<file path="config.mk">
export PLATFORM = sky130hd
export DESIGN_NAME = index_counter
export DESIGN_NICKNAME = d
export VERILOG_FILES = /design/src/index_counter.sv
export SDC_FILE = /design/constraint.sdc
export NUM_CORES = 1
export LEC_CHECK = 0
export ABC_AREA = 1
export ABC_CLOCK_PERIOD_IN_PS = 1100
export BUFFER_PORTS_ARGS = -buffer_cell sky130_fd_sc_hd__buf_2
export CAP_MARGIN = 0
export CORE_AREA = 2 2 39 41
export CTS_BUF_LIST = sky130_fd_sc_hd__clkbuf_16
export DETAILED_ROUTE_END_ITERATION = 10
export DIE_AREA = 0 0 41 43
export GPL_TIMING_DRIVEN = 0
export PLACE_DENSITY = 0.39
export SLEW_MARGIN = 20
export SYNTH_ARGS = -nofsm -noshare
export SYNTH_HDL_FRONTEND = slang
export SYNTH_SLANG_ARGS = --single-unit
</file>
<file path="constraint.sdc">
create_clock -name clk -period 1.1 [get_ports clk]
set_input_delay 0.22 -clock clk [delete_from_list [all_inputs] [get_ports clk]]
set_output_delay 0.22 -clock clk [all_outputs]
set_load 0.005 [all_outputs]
</file>
<file path="src/index_counter.sv">
module index_counter #(
  parameter int MAT_N = 4,
  localparam int IW = $clog2(MAT_N)
) (
  input  logic          clk,
  input  logic          PRESETn,
  input  logic          run,
  output logic          idx_valid,
  output logic [IW-1:0] row_idx,
  output logic [IW-1:0] col_idx,
  output logic          last
);

  localparam logic [IW-1:0] MAX_IDX = IW'(MAT_N - 1);

  assign idx_valid = run;
  assign last      = run && (row_idx == MAX_IDX) && (col_idx == MAX_IDX);

  // Column runs fastest, both wrap to zero after the final pair
  always_ff @(posedge clk) begin
    if (!PRESETn) begin
      row_idx <= '0;
      col_idx <= '0;
    end else if (run) begin
      if (col_idx == MAX_IDX) begin
        col_idx <= '0;
        row_idx <= (row_idx == MAX_IDX) ? '0 : row_idx + 1'b1;
      end else begin
        col_idx <= col_idx + 1'b1;
      end
    end
  end

endmodule

</file>
==> metrics.cfg <==
[outcome]
outcome=finished with violations
violations=negative setup slack

[power]
ir_drop_uv=747.9
power.density_nw_per_um2=1990
power_leakage_nw=0.2083

[timing]
setup_tns_ns=-0.07479
finalMaxSlewViolations=0
finalCriticalPeriod_ns=1.175
post-route-period-util_pct=106.8
slew_headroom_pct=89.91
setup-violations-final=1
tightest_slew_ns=0.1498
finClkSkew_ns=0.001818
fmax_mhz=851.2
finalWorstSetupSlack_ns=-0.07479
hold_slack_ns=0.2492
hold_violations=0
rsz0062_at_grt=true

[place]
place_inst=54
port_buffers=8
gp_congestion=0.6493

[critical_path]
critPathCaptureType=primary output
critical_path_class=reg -> out
arrival_ns=0.95
ff2ff_path_depth=5
r2r_end=row_idx[0]$_SDFFE_PN0P_
rrSetupSlack_ns=0.18
path_cells=ha_4 -> nand2_4 -> nor2_1 -> buf_2
r2r_start=col_idx[0]$_SDFFE_PN0P_
crit_slowest_cell=dfxtp_2
slowest_delay_ns=0.34
start_kind=flop
cp_max_fo=2
crit_required_ns=0.88

[die]
die_w_um=41
core_area_um2=1384
die_y_um=43
num_rows=14
ios=9
start_util_pct=14.65
die_area_um2=1763

[global_routing]
antenna_found_initial=0
grt.total_usage_pct=7.422
overflow=0
grt_pass1_wl_um=772
grt_pass1_vias=186
grt_start_max_net_pins=8

[worst_hold_path]
hp-class=in -> reg
hold_path.startpoint=PRESETn
min_to=row_idx[1]$_SDFFE_PN0P_
hold_depth=3

[route]
drt-initial-drc-count=6
wl_per_cell_um=8.016
vias=224
drt_pre_antenna_iters=2
drc=0
postRouteWirelength_um=497
drt.antenna.violating_nets=0
avgViaCountPerCell=3.613

[cts]
cts_max_path_buffers=2
h-tree-depth=1
cts_tree=done
cts_buffers=3
clock-sinks=4
cts.hold.buffers_added=0
clk_latency_ns=0.23
clockRootBuffer=clkbuf_16
path_clk_slew_ns=0.03

[cells_and_area]
final_cell_mix=10 x nor2_1, 8 x buf_2, 6 x buf_4
final_cells=62
area_delta_synth_final_pct=98.77
num-nets-final=53
drive_above_1_share_pct=52.17
antenna_cells=0
final_common_cell=nor2_1

[yosys]
synth_fp_nets=35
syn_inst=30
yosysWarnings=0
avgSynthCellArea_um2=6.756
seq_area_frac_synth_pct=39.51
ys_ff_latch=4
syn-cell-area_um2=202.7
ys_types=9

[run]
cap_violations=0

-- worst max path at each step --
stage | startpoint | depth (start not counted) | to
finish | col_idx[0]$_SDFFE_PN0P_ | 4 | last
CTS | col_idx[1]$_SDFFE_PN0P_ | 4 | last
floorplan | col_idx[0]$_SDFFE_PN0P_ | 3 | last
detailed placement | col_idx[0]$_SDFFE_PN0P_ | 4 | last
global route | col_idx[0]$_SDFFE_PN0P_ | 4 | last
global placement | col_idx[0]$_SDFFE_PN0P_ | 4 | last
-- synth_stat cells --
library cell	n	share of area, %
o21ai_0	1	2.5
dfxtp_1	4	40
a21oi_1	1	2.5
buf_4	1	3.7
nand3_1	1	2.5
ha_1	2	12
inv_1	4	7.4
nand2_1	6	11
nor2_1	10	19
-- cell type report --
| cell class | count | area [µm²] |
|---|---|---|
| Fill cell | 158 | 980.9 |
| Multi-Input combinational cell | 21 | 122.6 |
| Sequential cell | 4 | 85.08 |
| Timing Repair Buffer | 13 | 77.57 |
| Clock buffer | 3 | 75.07 |
| Tap cell | 16 | 20.02 |
| Inverter | 4 | 15.01 |
| Buffer | 1 | 7.507 |
-- kinds of logic (layout without fill, tap and decap cells) --
group	count (synthesis)	after routing	synth area share, %
adder cells (fa/ha/maj)	2	2	12.34
buffers and inverters	5	21	11.11
flip-flops	4	4	39.51
AO/OA/AOI/OAI	2	2	4.934
AND/OR/NAND/NOR	17	17	32.10
-- sequential cells by signal (all words and copies together) (netlist names) --
register / count
row_idx: 2
col_idx: 2
-- worst max-delay path, delay by kind of cell (launching register included) --
kind	cells	cell delay [ns]
AND/OR/NAND/NOR	2	0.12
adder cells (fa/ha/maj)	1	0.15
flip-flops	1	0.34
buffers and inverters	1	0.11
-- where the power goes --
group          switching [mW]  internal (mW)
combinational          0.0304         0.0372
sequential            0.00782          0.157
clock                   0.105          0.465
total                   0.143          0.658
-- timing repair --
action | 4_1_cts | 5_1_grt
setup endpoints to repair | 1 | 1
hold endpoints to repair | 0 | 0
gates cloned | 0 | 0
pin swaps | 1 | 3
buffers inserted | 4 | 1
resized for setup | 8 | 1
-- per-stage QoR --
stage / power, mW / cell area (µm²) / util, % / worst slack (ns)
2_1_floorplan: 0.1886 / 202.7 / - / 0.1179
3_3_place_gp: 0.2100 / 262.8 / 18.99 / -0.02338
3_5_place_dp: 0.2103 / 262.8 / 18.99 / -0.02326
4_1_cts: 0.8105 / 390.4 / 28.21 / -0.08598
5_1_grt: 0.8370 / 402.9 / 29.11 / -0.1188
6_report: 0.8016 / 402.9 / 29.11 / -0.07479
-- layer usage --
metal | routed length (µm) | vias to the layer above | track usage, %
met3 | 41 | 3 | 6.283
li1 | - | 122 | -
met4 | 22 | 0 | 8.000
met5 | 0 | - | 0
met2 | 193 | 9 | 7.187
met1 | 240 | 90 | 8.654
Power figures use the tool's default switching activity.
