<file path="src/mm_pkg.sv">
package mm_pkg;

  ////////////////////////////////////////////////////////////////////////////
  // Widths
  ////////////////////////////////////////////////////////////////////////////
  localparam int DWIDTH     = 8;   // Matrix element
  localparam int AWIDTH     = 10;  // 1024 words per buffer
  localparam int REG_DWIDTH = 32;
  localparam int REG_AWIDTH = 8;

  // Register map
  typedef enum logic [7:0] {
    REG_CTRL_STATUS = 8'h04,
    REG_MAT_A_ADDR  = 8'h0E,
    REG_MAT_B_ADDR  = 8'h12,
    REG_MAT_C_ADDR  = 8'h16
  } reg_addr_e;

  typedef enum logic [1:0] {
    APB_IDLE,
    APB_W_ENABLE,
    APB_R_ENABLE
  } apb_state_e;

  typedef enum logic [1:0] {
    ST_IDLE,
    ST_START,
    ST_RUN,
    ST_DONE
  } mm_state_e;

  // Host port buffer select, anything else hits no buffer
  typedef enum logic [7:0] {
    SEL_A = 8'd0,
    SEL_B = 8'd1,
    SEL_C = 8'd2
  } mem_sel_e;

  typedef struct packed {
    logic                  psel;
    logic                  penable;
    logic                  pwrite;
    logic [REG_AWIDTH-1:0] paddr;
    logic [REG_DWIDTH-1:0] pwdata;
  } apb_req_t;

  typedef struct packed {
    logic [AWIDTH-1:0] base_a;
    logic [AWIDTH-1:0] base_b;
    logic [AWIDTH-1:0] base_c;
  } mm_cfg_t;

endpackage

</file>
<file path="src/mm_ctrl_fsm.sv">
module mm_ctrl_fsm import mm_pkg::*; (
  input  logic clk,
  input  logic PRESETn,
  input  logic start,
  input  logic clear_done,
  input  logic last,            // Final index pair issued
  input  logic c_last_written,  // Final C row in the buffer
  output logic run,
  output logic busy,
  output logic done
);

  mm_state_e state;

  always_ff @(posedge clk) begin
    if (!PRESETn) begin
      state <= ST_IDLE;
      run   <= 1'b0;
    end else begin
      case (state)
        ST_IDLE: begin
          if (start) begin
            state <= ST_START;
          end
        end
        ST_START: begin
          run   <= 1'b1;
          state <= ST_RUN;
        end
        ST_RUN: begin
          if (last) begin
            run <= 1'b0;  // Issue finished, pipeline still draining
          end
          if (c_last_written) begin
            state <= ST_DONE;
          end
        end
        ST_DONE: begin
          if (clear_done) begin
            state <= ST_IDLE;
          end
        end
        default: state <= ST_IDLE;
      endcase
    end
  end

  assign busy = (state == ST_START) || (state == ST_RUN);
  assign done = (state == ST_DONE);

endmodule

</file>
<file path="config.mk">
export PLATFORM = sky130hd
export DESIGN_NAME = mm_ctrl_fsm
export DESIGN_NICKNAME = d
export VERILOG_FILES = /design/src/mm_pkg.sv /design/src/mm_ctrl_fsm.sv
export SDC_FILE = /design/constraint.sdc
export NUM_CORES = 1
export LEC_CHECK = 0
export ABC_CLOCK_PERIOD_IN_PS = 2100
export BUFFER_PORTS_ARGS = -buffer_cell sky130_fd_sc_hd__buf_4
export CORE_AREA = 10 10 47 49
export CTS_CLUSTER_SIZE = 10
export DETAILED_ROUTE_END_ITERATION = 12
export DIE_AREA = 0 0 57 59
export PLACE_DENSITY = 0.4
export SLEW_MARGIN = 20
export SYNTH_ARGS = -nofsm -noshare
export SYNTH_HDL_FRONTEND = slang
export SYNTH_SLANG_ARGS = --single-unit
</file>
<file path="constraint.sdc">
create_clock -name clk -period 2.1 [get_ports clk]
set_clock_uncertainty 0.05 [all_clocks]
set_input_delay 0.105 -clock clk [delete_from_list [all_inputs] [get_ports clk]]
set_output_delay 0.105 -clock clk [all_outputs]
set_load 0.02 [all_outputs]
</file>
==> impl_metrics.csv <==
group,metric,value,unit
flow_run,max_cap_viol_count,0,
place,gp_congestion,0.709,
synthesis,synth_area,210,µm²
power_and_ir_drop,leakagePower,0.000162,µW
global_routing,antenna_found_initial,0,
setup_path,reg2reg_to,"state[0]$_SDFFE_PN0P_",
cells_and_area,layout-drive-gt1-share,0.333,
die,die-area,3360,µm²
clocking,cts_buffers,3,
clocking,clock_latency,0.23,ns
sta,period_share,0.797,
cells_and_area,final_common_cell,"buf_4",
clocking,cts_setup_buffers,0,
cells_and_area,n_antenna_cell,0,
clocking,clockRootBuffer,"clkbuf_4",
drt,viasPerCell,3.69,
min_path,hold_depth,2,
min_path,holdCritPathClass,"in2reg",
die,ios,9,
synthesis,post_synth_num_cell_types,10,
sta,rsz0062_at_grt,"false",
synthesis,synth_fp_nets,35,
die,start_util,0.150,
power_and_ir_drop,ir_drop,0.392,mV
min_path,worstHoldStart,"PRESETn",
place,dpl-instance-area,290,µm²
sta,tns,0,ns
clocking,cts_resized,0,
clocking,ctsHtreeMaxLevel,1,
clocking,cts.sinks,3,
global_routing,grt_use_total,0.0354,
synthesis,yosys.area.top_type,"ha_1",
sta,fmax,597,MHz
setup_path,cp.arrival,1.78,ns
drt,drt_iter0_drc,4,
synthesis,synth_warnings,0,
die,die_height,59,µm
drt,drt_first_pass_iters,4,
drt,wirelength,487,µm
die,design.core.area,1400,µm²
cells_and_area,final_cell_mix,"buf_4, ha_1, inv_1, nand2_1",
cells_and_area,final_cell_area,317,µm²
synthesis,ys_top_cells_by_area,"ha_1, dfxtp_1, mux2i_1, inv_1, nand2_1",
setup_path,end_kind,"flop",
die,die_w,57,µm
sta,drv_slew,0,
clocking,cts_buffer_depth,2,
cells_and_area,area_growth_syn_to_layout,50.6,%
drt,wire_per_inst,9.37,µm
min_path,holdPathEnd,"run$_SDFFE_PN0P_",
clocking,tritoncts,"built",
synthesis,syn_inst,24,
setup_path,crit_required,2.20,ns
sta,setup-violations-final,0,
setup_path,r2r_cells,4,
sta,maxSlewHeadroom,0.627,
setup_path,r2r-start,"state[0]$_SDFFE_PN0P_",
synthesis,yosysTopAreaCellShare,0.298,
cells_and_area,nets,48,
synthesis,avgSynthCellArea,8.76,µm²
sta,period_needed,1.67,ns
run_status,status,"complete, no violations",
global_routing,first_global_vias,198,
setup_path,ff2ff_setup_slack,0.43,ns
cells_and_area,n_fill_cell,174,
setup_path,cp-start-kind,"flop",
die,rows,14,
clocking,postCtsHoldBufs,0,
power_and_ir_drop,p_per_area,1360,nW/µm²
sta,tightestPinTransition,0.560,ns
global_routing,grt_max_degree,6,
global_routing,grt_remaining_overflow,0,
drt,ant_nets,0,
place,port-buffer-count,8,
setup_path,cp_max_fo,4,
drt,drcViolationCount,0,
cells_and_area,multi_input_area,130,µm²
setup_path,critical_path_class,"reg2reg",
global_routing,grt_pass1_wl,869,µm
synthesis,yosysSeqAreaShare,0.286,
clocking,cts.clk_slew.worst_paths,0.04,ns
synthesis,yosys_register_bits,3,
sta,hold_viol_final,0,
cells_and_area,seq_area,60.1,µm²
drt,vias,192,
worst max-delay path, stage by stage (launching register included):
cell and delay [ns]:
dfxtp_1 0.38, inv_1 0.10, ha_1 0.25, a222oi_1 0.55
mux2i_1 0.26
worst max-delay path by stage:
stage | startpoint | slack [ns] | endpoint
floorplan | state[0]$_SDFFE_PN0P_ | 0.66 | state[0]$_SDFFE_PN0P_
detailed placement | state[0]$_SDFFE_PN0P_ | 0.42 | state[0]$_SDFFE_PN0P_
global placement | state[0]$_SDFFE_PN0P_ | 0.50 | state[0]$_SDFFE_PN0P_
global route | state[0]$_SDFFE_PN0P_ | 0.20 | state[0]$_SDFFE_PN0P_
CTS | state[0]$_SDFFE_PN0P_ | 0.41 | state[0]$_SDFFE_PN0P_
finish | state[0]$_SDFFE_PN0P_ | 0.43 | state[0]$_SDFFE_PN0P_
report_power, final:
group	internal, µW	switching [µW]	total (µW)	leakage [µW]
Combinational	102	123	225	0.000122
Clock	71.0	26.8	97.8	0.0000150
Sequential	84.2	23.9	108	0.0000248
Total	258	174	431	0.000162
state kept, by name (all words and copies together) (netlist names):
signal and count:
run 1, state 2
cells by family (layout without fill, tap and decap cells):
logic type                 Yosys count  count (layout)  share of synthesized area
and+or+nand+nor                      6               6                      0.131
adders and majority gates            5               5                      0.298
buffers and inverters                5              17                     0.0952
AOI/OAI and AO/OA                    3               3                     0.0952
DFF                                  3               3                      0.286
muxes                                2               2                     0.0952
per-stage QoR:
step	total power [µW]	hold WS, ns	instances	util	worst slack (ns)
2_1_floorplan	262	0.183	24	-	0.660
6_report	431	0.0836	52	0.226	0.426
5_1_grt	486	0.111	52	0.226	0.200
3_5_place_dp	340	0.317	48	0.207	0.420
3_3_place_gp	335	0.313	48	0.207	0.501
4_1_cts	443	0.0800	52	0.226	0.410
synthesized netlist by cell type:
master      instances
ha_1                5
inv_1               4
nand2_1             4
dfxtp_1             3
mux2i_1             2
nor2b_1             2
a21oi_1             1
a222oi_1            1
clkinvlp_2          1
o21ai_0             1
metal layers:
metal,GRT usage,routed length (µm)
met1,0.0248,148
met4,0.0302,6
met5,0,0
met3,0.0236,33
met2,0.0636,298
area by class of cell:
class	count	area share
Multi-Input combinational cell	16	0.411
Tap cell	16	0.0632
Inverter	5	0.0632
Clock buffer	4	0.0830
Sequential cell	3	0.190
Timing Repair Buffer	8	0.190
(Power assumes the default switching activity.)
