<file path="src/mm_pkg.sv">
package mm_pkg;

  ////////////////////////////////////////////////////////////////////////////
  // Widths
  ////////////////////////////////////////////////////////////////////////////
  localparam int DWIDTH     = 8;   // Matrix element
  localparam int AWIDTH     = 10;  // 1024 words per buffer
  localparam int REG_DWIDTH = 32;
  localparam int REG_AWIDTH = 8;

  // Register map
  typedef enum logic [7:0] {
    REG_CTRL_STATUS = 8'h04,
    REG_MAT_A_ADDR  = 8'h0E,
    REG_MAT_B_ADDR  = 8'h12,
    REG_MAT_C_ADDR  = 8'h16
  } reg_addr_e;

  typedef enum logic [1:0] {
    APB_IDLE,
    APB_W_ENABLE,
    APB_R_ENABLE
  } apb_state_e;

  typedef enum logic [1:0] {
    ST_IDLE,
    ST_START,
    ST_RUN,
    ST_DONE
  } mm_state_e;

  // Host port buffer select, anything else hits no buffer
  typedef enum logic [7:0] {
    SEL_A = 8'd0,
    SEL_B = 8'd1,
    SEL_C = 8'd2
  } mem_sel_e;

  typedef struct packed {
    logic                  psel;
    logic                  penable;
    logic                  pwrite;
    logic [REG_AWIDTH-1:0] paddr;
    logic [REG_DWIDTH-1:0] pwdata;
  } apb_req_t;

  typedef struct packed {
    logic [AWIDTH-1:0] base_a;
    logic [AWIDTH-1:0] base_b;
    logic [AWIDTH-1:0] base_c;
  } mm_cfg_t;

endpackage

</file>
<file path="src/apb_regs.sv">
module apb_regs import mm_pkg::*; (
  input  logic                  clk,
  input  logic                  PRESETn,
  input  apb_req_t              apb,
  output logic [REG_DWIDTH-1:0] PRDATA,
  output logic                  PREADY,
  output mm_cfg_t               cfg,
  output logic                  start,
  output logic                  clear_done,
  input  logic                  busy,
  input  logic                  done
);

  apb_state_e            state;
  logic [REG_DWIDTH-1:0] sink_q;  // Catches unmapped offsets

  ////////////////////////////////////////////////////////////////////////////
  // APB slave with a single wait state
  ////////////////////////////////////////////////////////////////////////////
  always_ff @(posedge clk) begin
    if (!PRESETn) begin
      state      <= APB_IDLE;
      PRDATA     <= '0;
      PREADY     <= 1'b0;
      cfg        <= '0;
      sink_q     <= '0;
      start      <= 1'b0;
      clear_done <= 1'b0;
    end else begin
      PREADY     <= 1'b0;
      start      <= 1'b0;  // Pulses
      clear_done <= 1'b0;
      case (state)
        APB_IDLE: begin
          if (apb.psel && !apb.penable) begin  // Setup phase
            state <= apb.pwrite ? APB_W_ENABLE : APB_R_ENABLE;
          end
        end

        APB_W_ENABLE: begin
          if (apb.psel && apb.penable && apb.pwrite) begin
            case (apb.paddr)
              REG_CTRL_STATUS: begin
                start      <= apb.pwdata[0];
                clear_done <= apb.pwdata[31];
              end
              REG_MAT_A_ADDR: cfg.base_a <= apb.pwdata[AWIDTH-1:0];
              REG_MAT_B_ADDR: cfg.base_b <= apb.pwdata[AWIDTH-1:0];
              REG_MAT_C_ADDR: cfg.base_c <= apb.pwdata[AWIDTH-1:0];
              default:        sink_q     <= apb.pwdata;
            endcase
            PREADY <= 1'b1;
          end
          state <= APB_IDLE;
        end

        APB_R_ENABLE: begin
          if (apb.psel && apb.penable && !apb.pwrite) begin
            case (apb.paddr)
              REG_CTRL_STATUS: PRDATA <= {done, 30'b0, busy};
              REG_MAT_A_ADDR:  PRDATA <= REG_DWIDTH'(cfg.base_a);
              REG_MAT_B_ADDR:  PRDATA <= REG_DWIDTH'(cfg.base_b);
              REG_MAT_C_ADDR:  PRDATA <= REG_DWIDTH'(cfg.base_c);
              default:         PRDATA <= sink_q;
            endcase
            PREADY <= 1'b1;
          end
          state <= APB_IDLE;
        end

        default: state <= APB_IDLE;
      endcase
    end
  end

endmodule

</file>
<file path="config.mk">
export PLATFORM = sky130hd
export DESIGN_NAME = apb_regs
export DESIGN_NICKNAME = d
export VERILOG_FILES = /design/src/mm_pkg.sv /design/src/apb_regs.sv
export SDC_FILE = /design/constraint.sdc
export NUM_CORES = 1
export LEC_CHECK = 0
export BUFFER_PORTS_ARGS = -buffer_cell sky130_fd_sc_hd__clkbuf_2
export CAP_MARGIN = 5
export CORE_MARGIN = 5
export CORE_UTILIZATION = 55
export CTS_CLUSTER_DIAMETER = 150
export DETAILED_ROUTE_END_ITERATION = 6
export PLACE_DENSITY = 0.83
export SYNTH_ARGS = -nofsm -noshare
export SYNTH_HDL_FRONTEND = slang
export SYNTH_SLANG_ARGS = --single-unit
</file>
<file path="constraint.sdc">
create_clock -name clk -period 2.91 [get_ports clk]
set_input_delay 0 -clock clk [delete_from_list [all_inputs] [get_ports clk]]
set_output_delay 0 -clock clk [all_outputs]
set_load 0.01 [all_outputs]
</file>
==> results.cfg <==
[status]
status = completed

[routing]
viasPerCell = 5.44
firstDrtPassIters = 6
ant_nets = 0
drc = 0
drt_iter0_drc = 226
via_count = 3711
routed_wl_um = 10700
wl_per_cell_um = 15.7

[cts]
cts_num_sinks = 99
cts_hold_buf = 34
clkTransAtPathRegs_ns = 0.11
cts_max_path_buffers = 2
cts-root-buf = clkbuf_8
postCtsSetupBuffers = 0
cts_buffers = 9
post_cts_resized = 0
h-tree-depth = 3
tritoncts = done
clk_latency_ns = 0.37

[synth]
avgSynthCellArea_um2 = 9.20
ys_top_cells_by_area = dfxtp_1, mux2i_1, nand2_1
syn_area_um2 = 4130
yosys-top-cells-count = nand2_1, dfxtp_1, mux2i_1
synth-async-reset-ratio_pct = 0
dominantRegCellSynth = dfxtp_1
yosys_warnings = 0
yosysMostFrequentCell = nand2_1
ys_seq_elements = 99
netlist_instances = 449
synth_area_leader_cell = dfxtp_1
synth_top_area_share_pct = 48.0
syn_nets = 499
yosysSeqAreaShare_pct = 48.0
synth_edf_count = 0
synth_cell_types = 38

[worst_setup_path]
crit_fanout = 21
reg2reg_depth = 6
critPathLaunchType = flip-flop
r2r-end = sink_q[27]
worst-setup-path-type = reg -> reg
arrival_ns = 2.44
crit_required_ns = 3.22
rrSetupSlack_ns = 0.78
timing.rr.start = state[1]
end_kind = flip-flop

[placement]
port_buffers = 111
gp_congestion = 0.878
dp_hpwl_um = 7170

[sta]
grt_setup_unrepaired = false
skew_ns = 0.0139
worstMarginPinSlew_ns = 0.820
drv_slew = 0
min_period_ns = 2.13
max-slew-margin-rel_pct = 45.3
hold_viol_final = 0
fin_crit_sh_pct = 73.2
final-setup-viol-count = 0
fin_tns_setup_ns = 0
timing.fmax_ghz = 0.469

[worst_hold_path]
min_path_cells = 4
hp-class = in -> reg
worstHoldStart = apb[41]
hold_end = state[1]

[global_routing]
grt_antenna_before_repair = 0
gr-total-overflow = 0
grt.total_usage_pct = 22.6
grt_max_degree = 93
grt_pass1_wl_um = 17800
grt_pass1_vias = 3733

[power_and_ir_drop]
switching_share_pct = 25.1
leakage_nw = 2.13
seqPwrFrac_pct = 54.8
power_frac_clock_pct = 38.1
ir_drop_mv = 0.327
internal_power_mw = 1.86
switchingPower_mw = 0.624
powerDensity_nw_per_um2 = 473
comb_power_share_pct = 7.1

[die]
row_count = 31
core-area_um2 = 7290
dieArea_um2 = 9350
die_x_um = 96.7
initial_core_util_pct = 56.7
io_pins = 112
die_y_um = 96.7

[layout]
layout.nets = 628
area_growth_pct = 27.5
antenna_cells = 0
post-route-util_pct = 72.2
layout-drive-gt1-share_pct = 24.5

[run]
max_cap_viol_count = 0
-- critical path: stages, from the launching register on --
cell and delay (ns):
dfxtp_1 0.34, inv_1 0.08, ha_1 0.14, nand4_1 0.43
nor2b_4 0.59, buf_12 0.27, mux2i_1 0.22
-- through the flow --
stage               cell area, um^2  setup WS [ns]  instances  power (mW)  hold WS (ns)
floorplan                      4130           1.15        449        1.47        0.0930
global placement               4710          0.834        632        1.53         0.229
detailed placement             4710          0.757        632        1.53         0.234
CTS                            5270          0.766        682        2.50        0.0237
global route                   5270          0.627        682        2.57        0.0499
finish                         5270          0.779        682        2.49        0.0284
-- registers in the layout, summed over array words and instances, names as in the netlist --
name and flops:
PREADY 1, cfg 30, clear_done 1, start 1, state 2, PRDATA 32, sink_q 32
-- how the worst max path moves through the flow --
stage                             to  startpoint  cells after the start
final                     sink_q[27]    state[1]                      6
after floorplan              cfg[10]    state[1]                      7
after CTS                 sink_q[27]    state[1]                      6
after global placement    PRDATA[12]     apb[34]                      6
after detailed placement  PRDATA[23]     apb[34]                      6
after global routing      sink_q[21]    state[1]                      6
-- cell type report --
class | count | area, um^2
inverter | 4 | 15.0
tap | 99 | 124
clock buffer | 9 | 124
clock inverter | 7 | 91.3
timing repair buffer | 152 | 963
sequential | 99 | 1980
fill | 566 | 2030
multi-input combinational | 312 | 1970
-- cells by family (layout without fill, tap and decap cells) --
group | count (synthesis) | in the layout | share of synthesized area [%]
AOI/OAI and AO/OA | 80 | 80 | 13.1
adders and majority gates | 3 | 3 | 0.909
buffers and inverters | 38 | 172 | 4.60
DFF | 99 | 99 | 48.0
muxes | 53 | 53 | 12.8
and+or+nand+nor | 176 | 176 | 20.5
-- per-layer routing --
metal,up-vias,GRT usage [%],share of wire (%)
met5,-,0,0
met4,0,8.64,2.4
met2,129,38.4,49
met3,25,4.68,5.3
li1,1814,-,-
met1,1743,28.0,43
-- cell usage in the layout, fill, tap and decap left out, drive strengths merged, types with 13 or more instances in the layout --
cell,count
a21boi,20
clkbuf,119
dfxtp,99
dlygate4sd3,34
mux2i,53
nand2,110
nand3,21
nor2,13
nor2b,13
o21ai,32
-- power by group through the flow --
stage,Sequential (mW),Combinational (mW),Clock [mW]
after floorplan,1.40,0.0768,0
after CTS,1.36,0.174,0.959
after detailed placement,1.39,0.137,0
after global placement,1.39,0.134,0
after global routing,1.36,0.193,1.01
final,1.36,0.176,0.949
Power figures use the tool's default switching activity.
