### config.mk
export PLATFORM = sky130hd
export DESIGN_NAME = row_dot_unit
export DESIGN_NICKNAME = d
export VERILOG_FILES = /design/src/mm_pkg.sv /design/src/row_dot_unit.sv
export SDC_FILE = /design/constraint.sdc
export NUM_CORES = 1
export LEC_CHECK = 0
export ABC_AREA = 1
export BUFFER_PORTS_ARGS = -buffer_cell sky130_fd_sc_hd__buf_4
export CORE_MARGIN = 3
export CORE_UTILIZATION = 60
export CTS_BUF_LIST = sky130_fd_sc_hd__clkbuf_8
export CTS_CLUSTER_DIAMETER = 30
export DETAILED_ROUTE_END_ITERATION = 7
export HOLD_SLACK_MARGIN = 0.1
export PLACE_DENSITY = 0.88
export SLEW_MARGIN = 0
export SYNTH_ARGS = -nofsm -noshare
export SYNTH_HDL_FRONTEND = slang
export SYNTH_SLANG_ARGS = --single-unit
### constraint.sdc
create_clock -name clk -period 17.85 [get_ports clk]
set_clock_uncertainty 0.15 [all_clocks]
set_input_delay 2.6775 -clock clk [delete_from_list [all_inputs] [get_ports clk]]
set_output_delay 2.6775 -clock clk [all_outputs]
set_load 0.02 [all_outputs]
### src/mm_pkg.sv
package mm_pkg;

  ////////////////////////////////////////////////////////////////////////////
  // Widths
  ////////////////////////////////////////////////////////////////////////////
  localparam int DWIDTH     = 8;   // Matrix element
  localparam int AWIDTH     = 10;  // 1024 words per buffer
  localparam int REG_DWIDTH = 32;
  localparam int REG_AWIDTH = 8;

  // Register map
  typedef enum logic [7:0] {
    REG_CTRL_STATUS = 8'h04,
    REG_MAT_A_ADDR  = 8'h0E,
    REG_MAT_B_ADDR  = 8'h12,
    REG_MAT_C_ADDR  = 8'h16
  } reg_addr_e;

  typedef enum logic [1:0] {
    APB_IDLE,
    APB_W_ENABLE,
    APB_R_ENABLE
  } apb_state_e;

  typedef enum logic [1:0] {
    ST_IDLE,
    ST_START,
    ST_RUN,
    ST_DONE
  } mm_state_e;

  // Host port buffer select, anything else hits no buffer
  typedef enum logic [7:0] {
    SEL_A = 8'd0,
    SEL_B = 8'd1,
    SEL_C = 8'd2
  } mem_sel_e;

  typedef struct packed {
    logic                  psel;
    logic                  penable;
    logic                  pwrite;
    logic [REG_AWIDTH-1:0] paddr;
    logic [REG_DWIDTH-1:0] pwdata;
  } apb_req_t;

  typedef struct packed {
    logic [AWIDTH-1:0] base_a;
    logic [AWIDTH-1:0] base_b;
    logic [AWIDTH-1:0] base_c;
  } mm_cfg_t;

endpackage

### src/row_dot_unit.sv
module row_dot_unit import mm_pkg::*; #(
  parameter int MAT_N = 4,
  localparam int IW = $clog2(MAT_N),
  localparam int WW = MAT_N * DWIDTH
) (
  input  logic              clk,
  input  logic              PRESETn,
  input  mm_cfg_t           cfg,
  input  logic              idx_valid,
  input  logic [IW-1:0]     row_idx,
  input  logic [IW-1:0]     col_idx,
  output logic [AWIDTH-1:0] a_addr,
  output logic [AWIDTH-1:0] b_addr,
  output logic [AWIDTH-1:0] c_addr,
  input  logic [WW-1:0]     a_rdata,
  input  logic [WW-1:0]     b_rdata,
  output logic              c_we,
  output logic [WW-1:0]     c_wdata,
  output logic              c_last_written
);

  localparam logic [IW-1:0] MAX_IDX = IW'(MAT_N - 1);

  logic              valid_d1, valid_d2;
  logic [IW-1:0]     row_d1, col_d1;  // Aligned with buffer read data
  logic [IW-1:0]     row_d2, col_d2;  // Aligned with prod_q
  logic [DWIDTH-1:0] dot_sum;
  logic [DWIDTH-1:0] prod_q;
  logic [WW-1:0]     row_q;
  logic [WW-1:0]     row_next;

  // Row r of A and column c of B sit at base + index
  assign a_addr = cfg.base_a + AWIDTH'(row_idx);
  assign b_addr = cfg.base_b + AWIDTH'(col_idx);

  ////////////////////////////////////////////////////////////////////////////
  // Dot product, kept to 8 bits so it wraps modulo 256
  ////////////////////////////////////////////////////////////////////////////
  always_comb begin
    dot_sum = '0;
    for (int k = 0; k < MAT_N; k++) begin
      dot_sum = dot_sum + a_rdata[k*DWIDTH +: DWIDTH] * b_rdata[k*DWIDTH +: DWIDTH];
    end
  end

  // Newest product dropped into its byte of the C row
  always_comb begin
    row_next = row_q;
    row_next[col_d2*DWIDTH +: DWIDTH] = prod_q;
  end

  always_ff @(posedge clk) begin
    if (!PRESETn) begin
      valid_d1       <= 1'b0;
      valid_d2       <= 1'b0;
      c_we           <= 1'b0;
      c_last_written <= 1'b0;
    end else begin
      valid_d1       <= idx_valid;
      valid_d2       <= valid_d1;
      c_we           <= valid_d2 && (col_d2 == MAX_IDX);  // Row complete
      c_last_written <= valid_d2 && (col_d2 == MAX_IDX) && (row_d2 == MAX_IDX);
    end
  end

  always_ff @(posedge clk) begin
    row_d1 <= row_idx;
    col_d1 <= col_idx;
    row_d2 <= row_d1;
    col_d2 <= col_d1;
    prod_q <= dot_sum;
    if (valid_d2) begin
      row_q   <= row_next;
      c_wdata <= row_next;
      c_addr  <= cfg.base_c + AWIDTH'(row_d2);
    end
  end

endmodule

==> results.cfg <==
[cts]
cts.sinks = 62
cts_setup_buffers = 0
cts_buffer_depth = 2
cts_root_buf = clkbuf_8
clock_latency_ns = 0.34
cts_tree = built
ctsResizeCount = 0
cts_hold_buffers = 0
clk_pin_slew_ns = 0.07
cts_made_buffers = 9
htree_levels = 3

[synth]
syn-instance-count = 936
synth_seq_cells = 62
synth_top_family_by_area = adder cells
synth-simple-area-share_pct = 22.3
synth-compound-area-share_pct = 0.456
syn_area_per_cell_um2 = 7.63
synth_area_leader_cell = fa_1
yosysTopAreaCellShare_pct = 21.0
synth_fp_nets = 1186
synth_commonest_cells = nand2_1 (280), inv_1 (274), fa_1 (75)
synthTopCellsByArea = fa_1 (21%), edfxtp_1 (18%), nand2_1 (15%)
synth_warnings = 0
synth-adder-area-share_pct = 34.0
synth-edff-count = 42
synthFlopType = edfxtp_1
synth_mux_area_share_pct = 0
yosysMostFrequentCell = nand2_1
ys_seq_area_share_pct = 23.3
syn_area_mm2 = 0.00714
synthXorXnorAreaFrac_pct = 4.15
synthArstFlopShare_pct = 0
synth_cell_type_count = 25

[floorplan]
row_count = 39
initial_core_util_pct = 62.0
coreArea_mm2 = 0.0115
dieArea_mm2 = 0.0132
die_w_um = 115
io_pins = 165
die_h_um = 115

[timing]
fmax_mhz = 118
setup_slack_ns = 9.39
rsz0062_at_grt = no
drv_slew = 0
fin_setup_tns_ns = 0
maxSlewHeadroom_pct = 58.0
setup_viol_count_final = 0
hold_viol = 0
worst-slew-pin-transition_ns = 0.628
finalCriticalPeriod_ns = 8.46
fin_crit_sh_pct = 47.4

[worst_setup_path]
reg2reg_depth = 6
worstSetupPathType = in -> reg
path_common_cell = nand2_1
cpMaxStageDelayCell = fa_1
cp.arrival_ns = 8.54
critPathCaptureType = register
cp-start-kind = input port
required_ns = 17.94
timing.critical_path.slowest_cell_delay_ns = 0.54
worstPathMaxFanout = 8

[detailed_routing]
first_iter_violations = 426
dr_total_vias = 6176
viasPerCell = 4.96
first_pass_iters = 7
drc = 0
wl_per_cell_um = 13.9
ant_nets = 0
routed_wl_mm = 17.3

[power_and_ir_drop]
power_leakage_nw = 5.31
vdd_drop_max_uv = 177
pwr-share-seq_pct = 16.2
pwr-share-clk_pct = 13.2
power_density_mw_per_mm2 = 130
switching_share_pct = 47.9
p_int_w = 0.000591
p_comb_share_pct = 70.6
p_sw_w = 0.000543

[place]
place_congestion = 0.897
dp_cells = 1230
dpl.hpwl_mm = 14.2
portBuffers = 164
post-place-ws_ns = 9.08

[global_route]
grt.total_usage_pct = 26.6
grt_pass1_vias = 6139
grt_pass1_wl_mm = 27.9
grt_start_max_net_pins = 15
grt.overflow.total = 0
antenna_found_initial = 0

[layout]
area_delta_synth_final_pct = 22.0
final_core_util_pct = 75.6
drive_above_1_share_pct = 17.4
final_nets = 1348
seq_area_mm2 = 0.00166
nFillCells = 812
multi_input_area_mm2 = 0.00435
antenna_cells = 0
stdcell_count = 1246

[outcome]
run_status = completed

[hold_path]
hold_class = reg -> reg
whs_path_depth = 0

[flow_run]
max-cap-violations = 0
[layout by cell type (no fill, tap or decap), types with 5 or more instances in the layout]
cell type,netlist,routed
dfxtp_1,20,20
ha_1,74,74
edfxtp_1,42,42
nor2_1,45,45
nand3_1,51,51
xnor2_1,12,12
inv_1,274,274
nand2_2,6,6
clkbuf_8,0,9
fa_1,75,75
a21oi_1,5,5
nand2_1,280,280
buf_4,4,164
xor2_1,20,20
[layer usage]
metal | GRT usage, % | up-vias | wire, µm
met5 | 0 | - | 0
met4 | 9.08 | 0 | 572
met3 | 3.84 | 55 | 946
met2 | 47.8 | 218 | 8940
met1 | 32.7 | 2863 | 6820
li1 | - | 3040 | -
[power by group through the flow]
stage                     Sequential (W)  Combinational (W)  Clock [W]
after global placement          0.000186           0.000725          0
after floorplan                 0.000184           0.000586          0
after detailed placement        0.000186           0.000775          0
after CTS                       0.000183           0.000804   0.000151
after global routing            0.000185           0.000927   0.000157
final                           0.000184           0.000801   0.000150
[critical path, delay by kind of cell]
kind	cells	cell delay (ns)
adder cells (fa/ha/maj)	9	4.43
AO/OA/AOI/OAI	1	0.19
buffers and inverters	7	0.42
AND/OR/NAND/NOR	11	0.80
[final cells by class]
type                       instances  area share, %
multi-input combinational        583           49.9
timing repair buffer             164           14.1
sequential                        62           19.1
tap                              143           2.05
clock buffer                       9           1.42
clock inverter                     7           1.37
inverter                         278           12.0
[worst paths after layout]
kind                from         to  slack [ns]
max reg2reg    row_d2[0]  c_addr[8]       15.64
min            col_d1[0]  col_d2[0]        0.18
max          a_rdata[24]  prod_q[7]        9.39
min reg2reg    col_d1[0]  col_d2[0]        0.18
[stage by stage]
| stage | power [W] | hold slack (ns) | cell area (µm²) |
|---|---|---|---|
| 2_1_floorplan | 0.000770 | 0.160 | 7140 |
| 3_3_place_gp | 0.000911 | 0.161 | 8460 |
| 3_5_place_dp | 0.000961 | 0.162 | 8460 |
| 4_1_cts | 0.00114 | 0.180 | 8710 |
| 5_1_grt | 0.00127 | 0.185 | 8710 |
| 6_report | 0.00113 | 0.180 | 8710 |
[flip-flops by register name, summed over array words and instances, names as in the netlist, 2 cells and up]
name	cells
col_d2	2
prod_q	8
col_d1	2
row_d2	2
row_d1	2
c_wdata	32
c_addr	10
[kinds of logic (layout without fill, tap and decap cells)]
| logic type | count (synthesis) | after routing |
|---|---|---|
| xor gates and xnor gates | 33 | 33 |
| buffers and inverters | 291 | 458 |
| DFF | 62 | 62 |
| adders and majority gates | 149 | 149 |
| and+or+nand+nor | 395 | 395 |
| AOI/OAI and AO/OA | 6 | 6 |
Power figures use the tool's default switching activity.
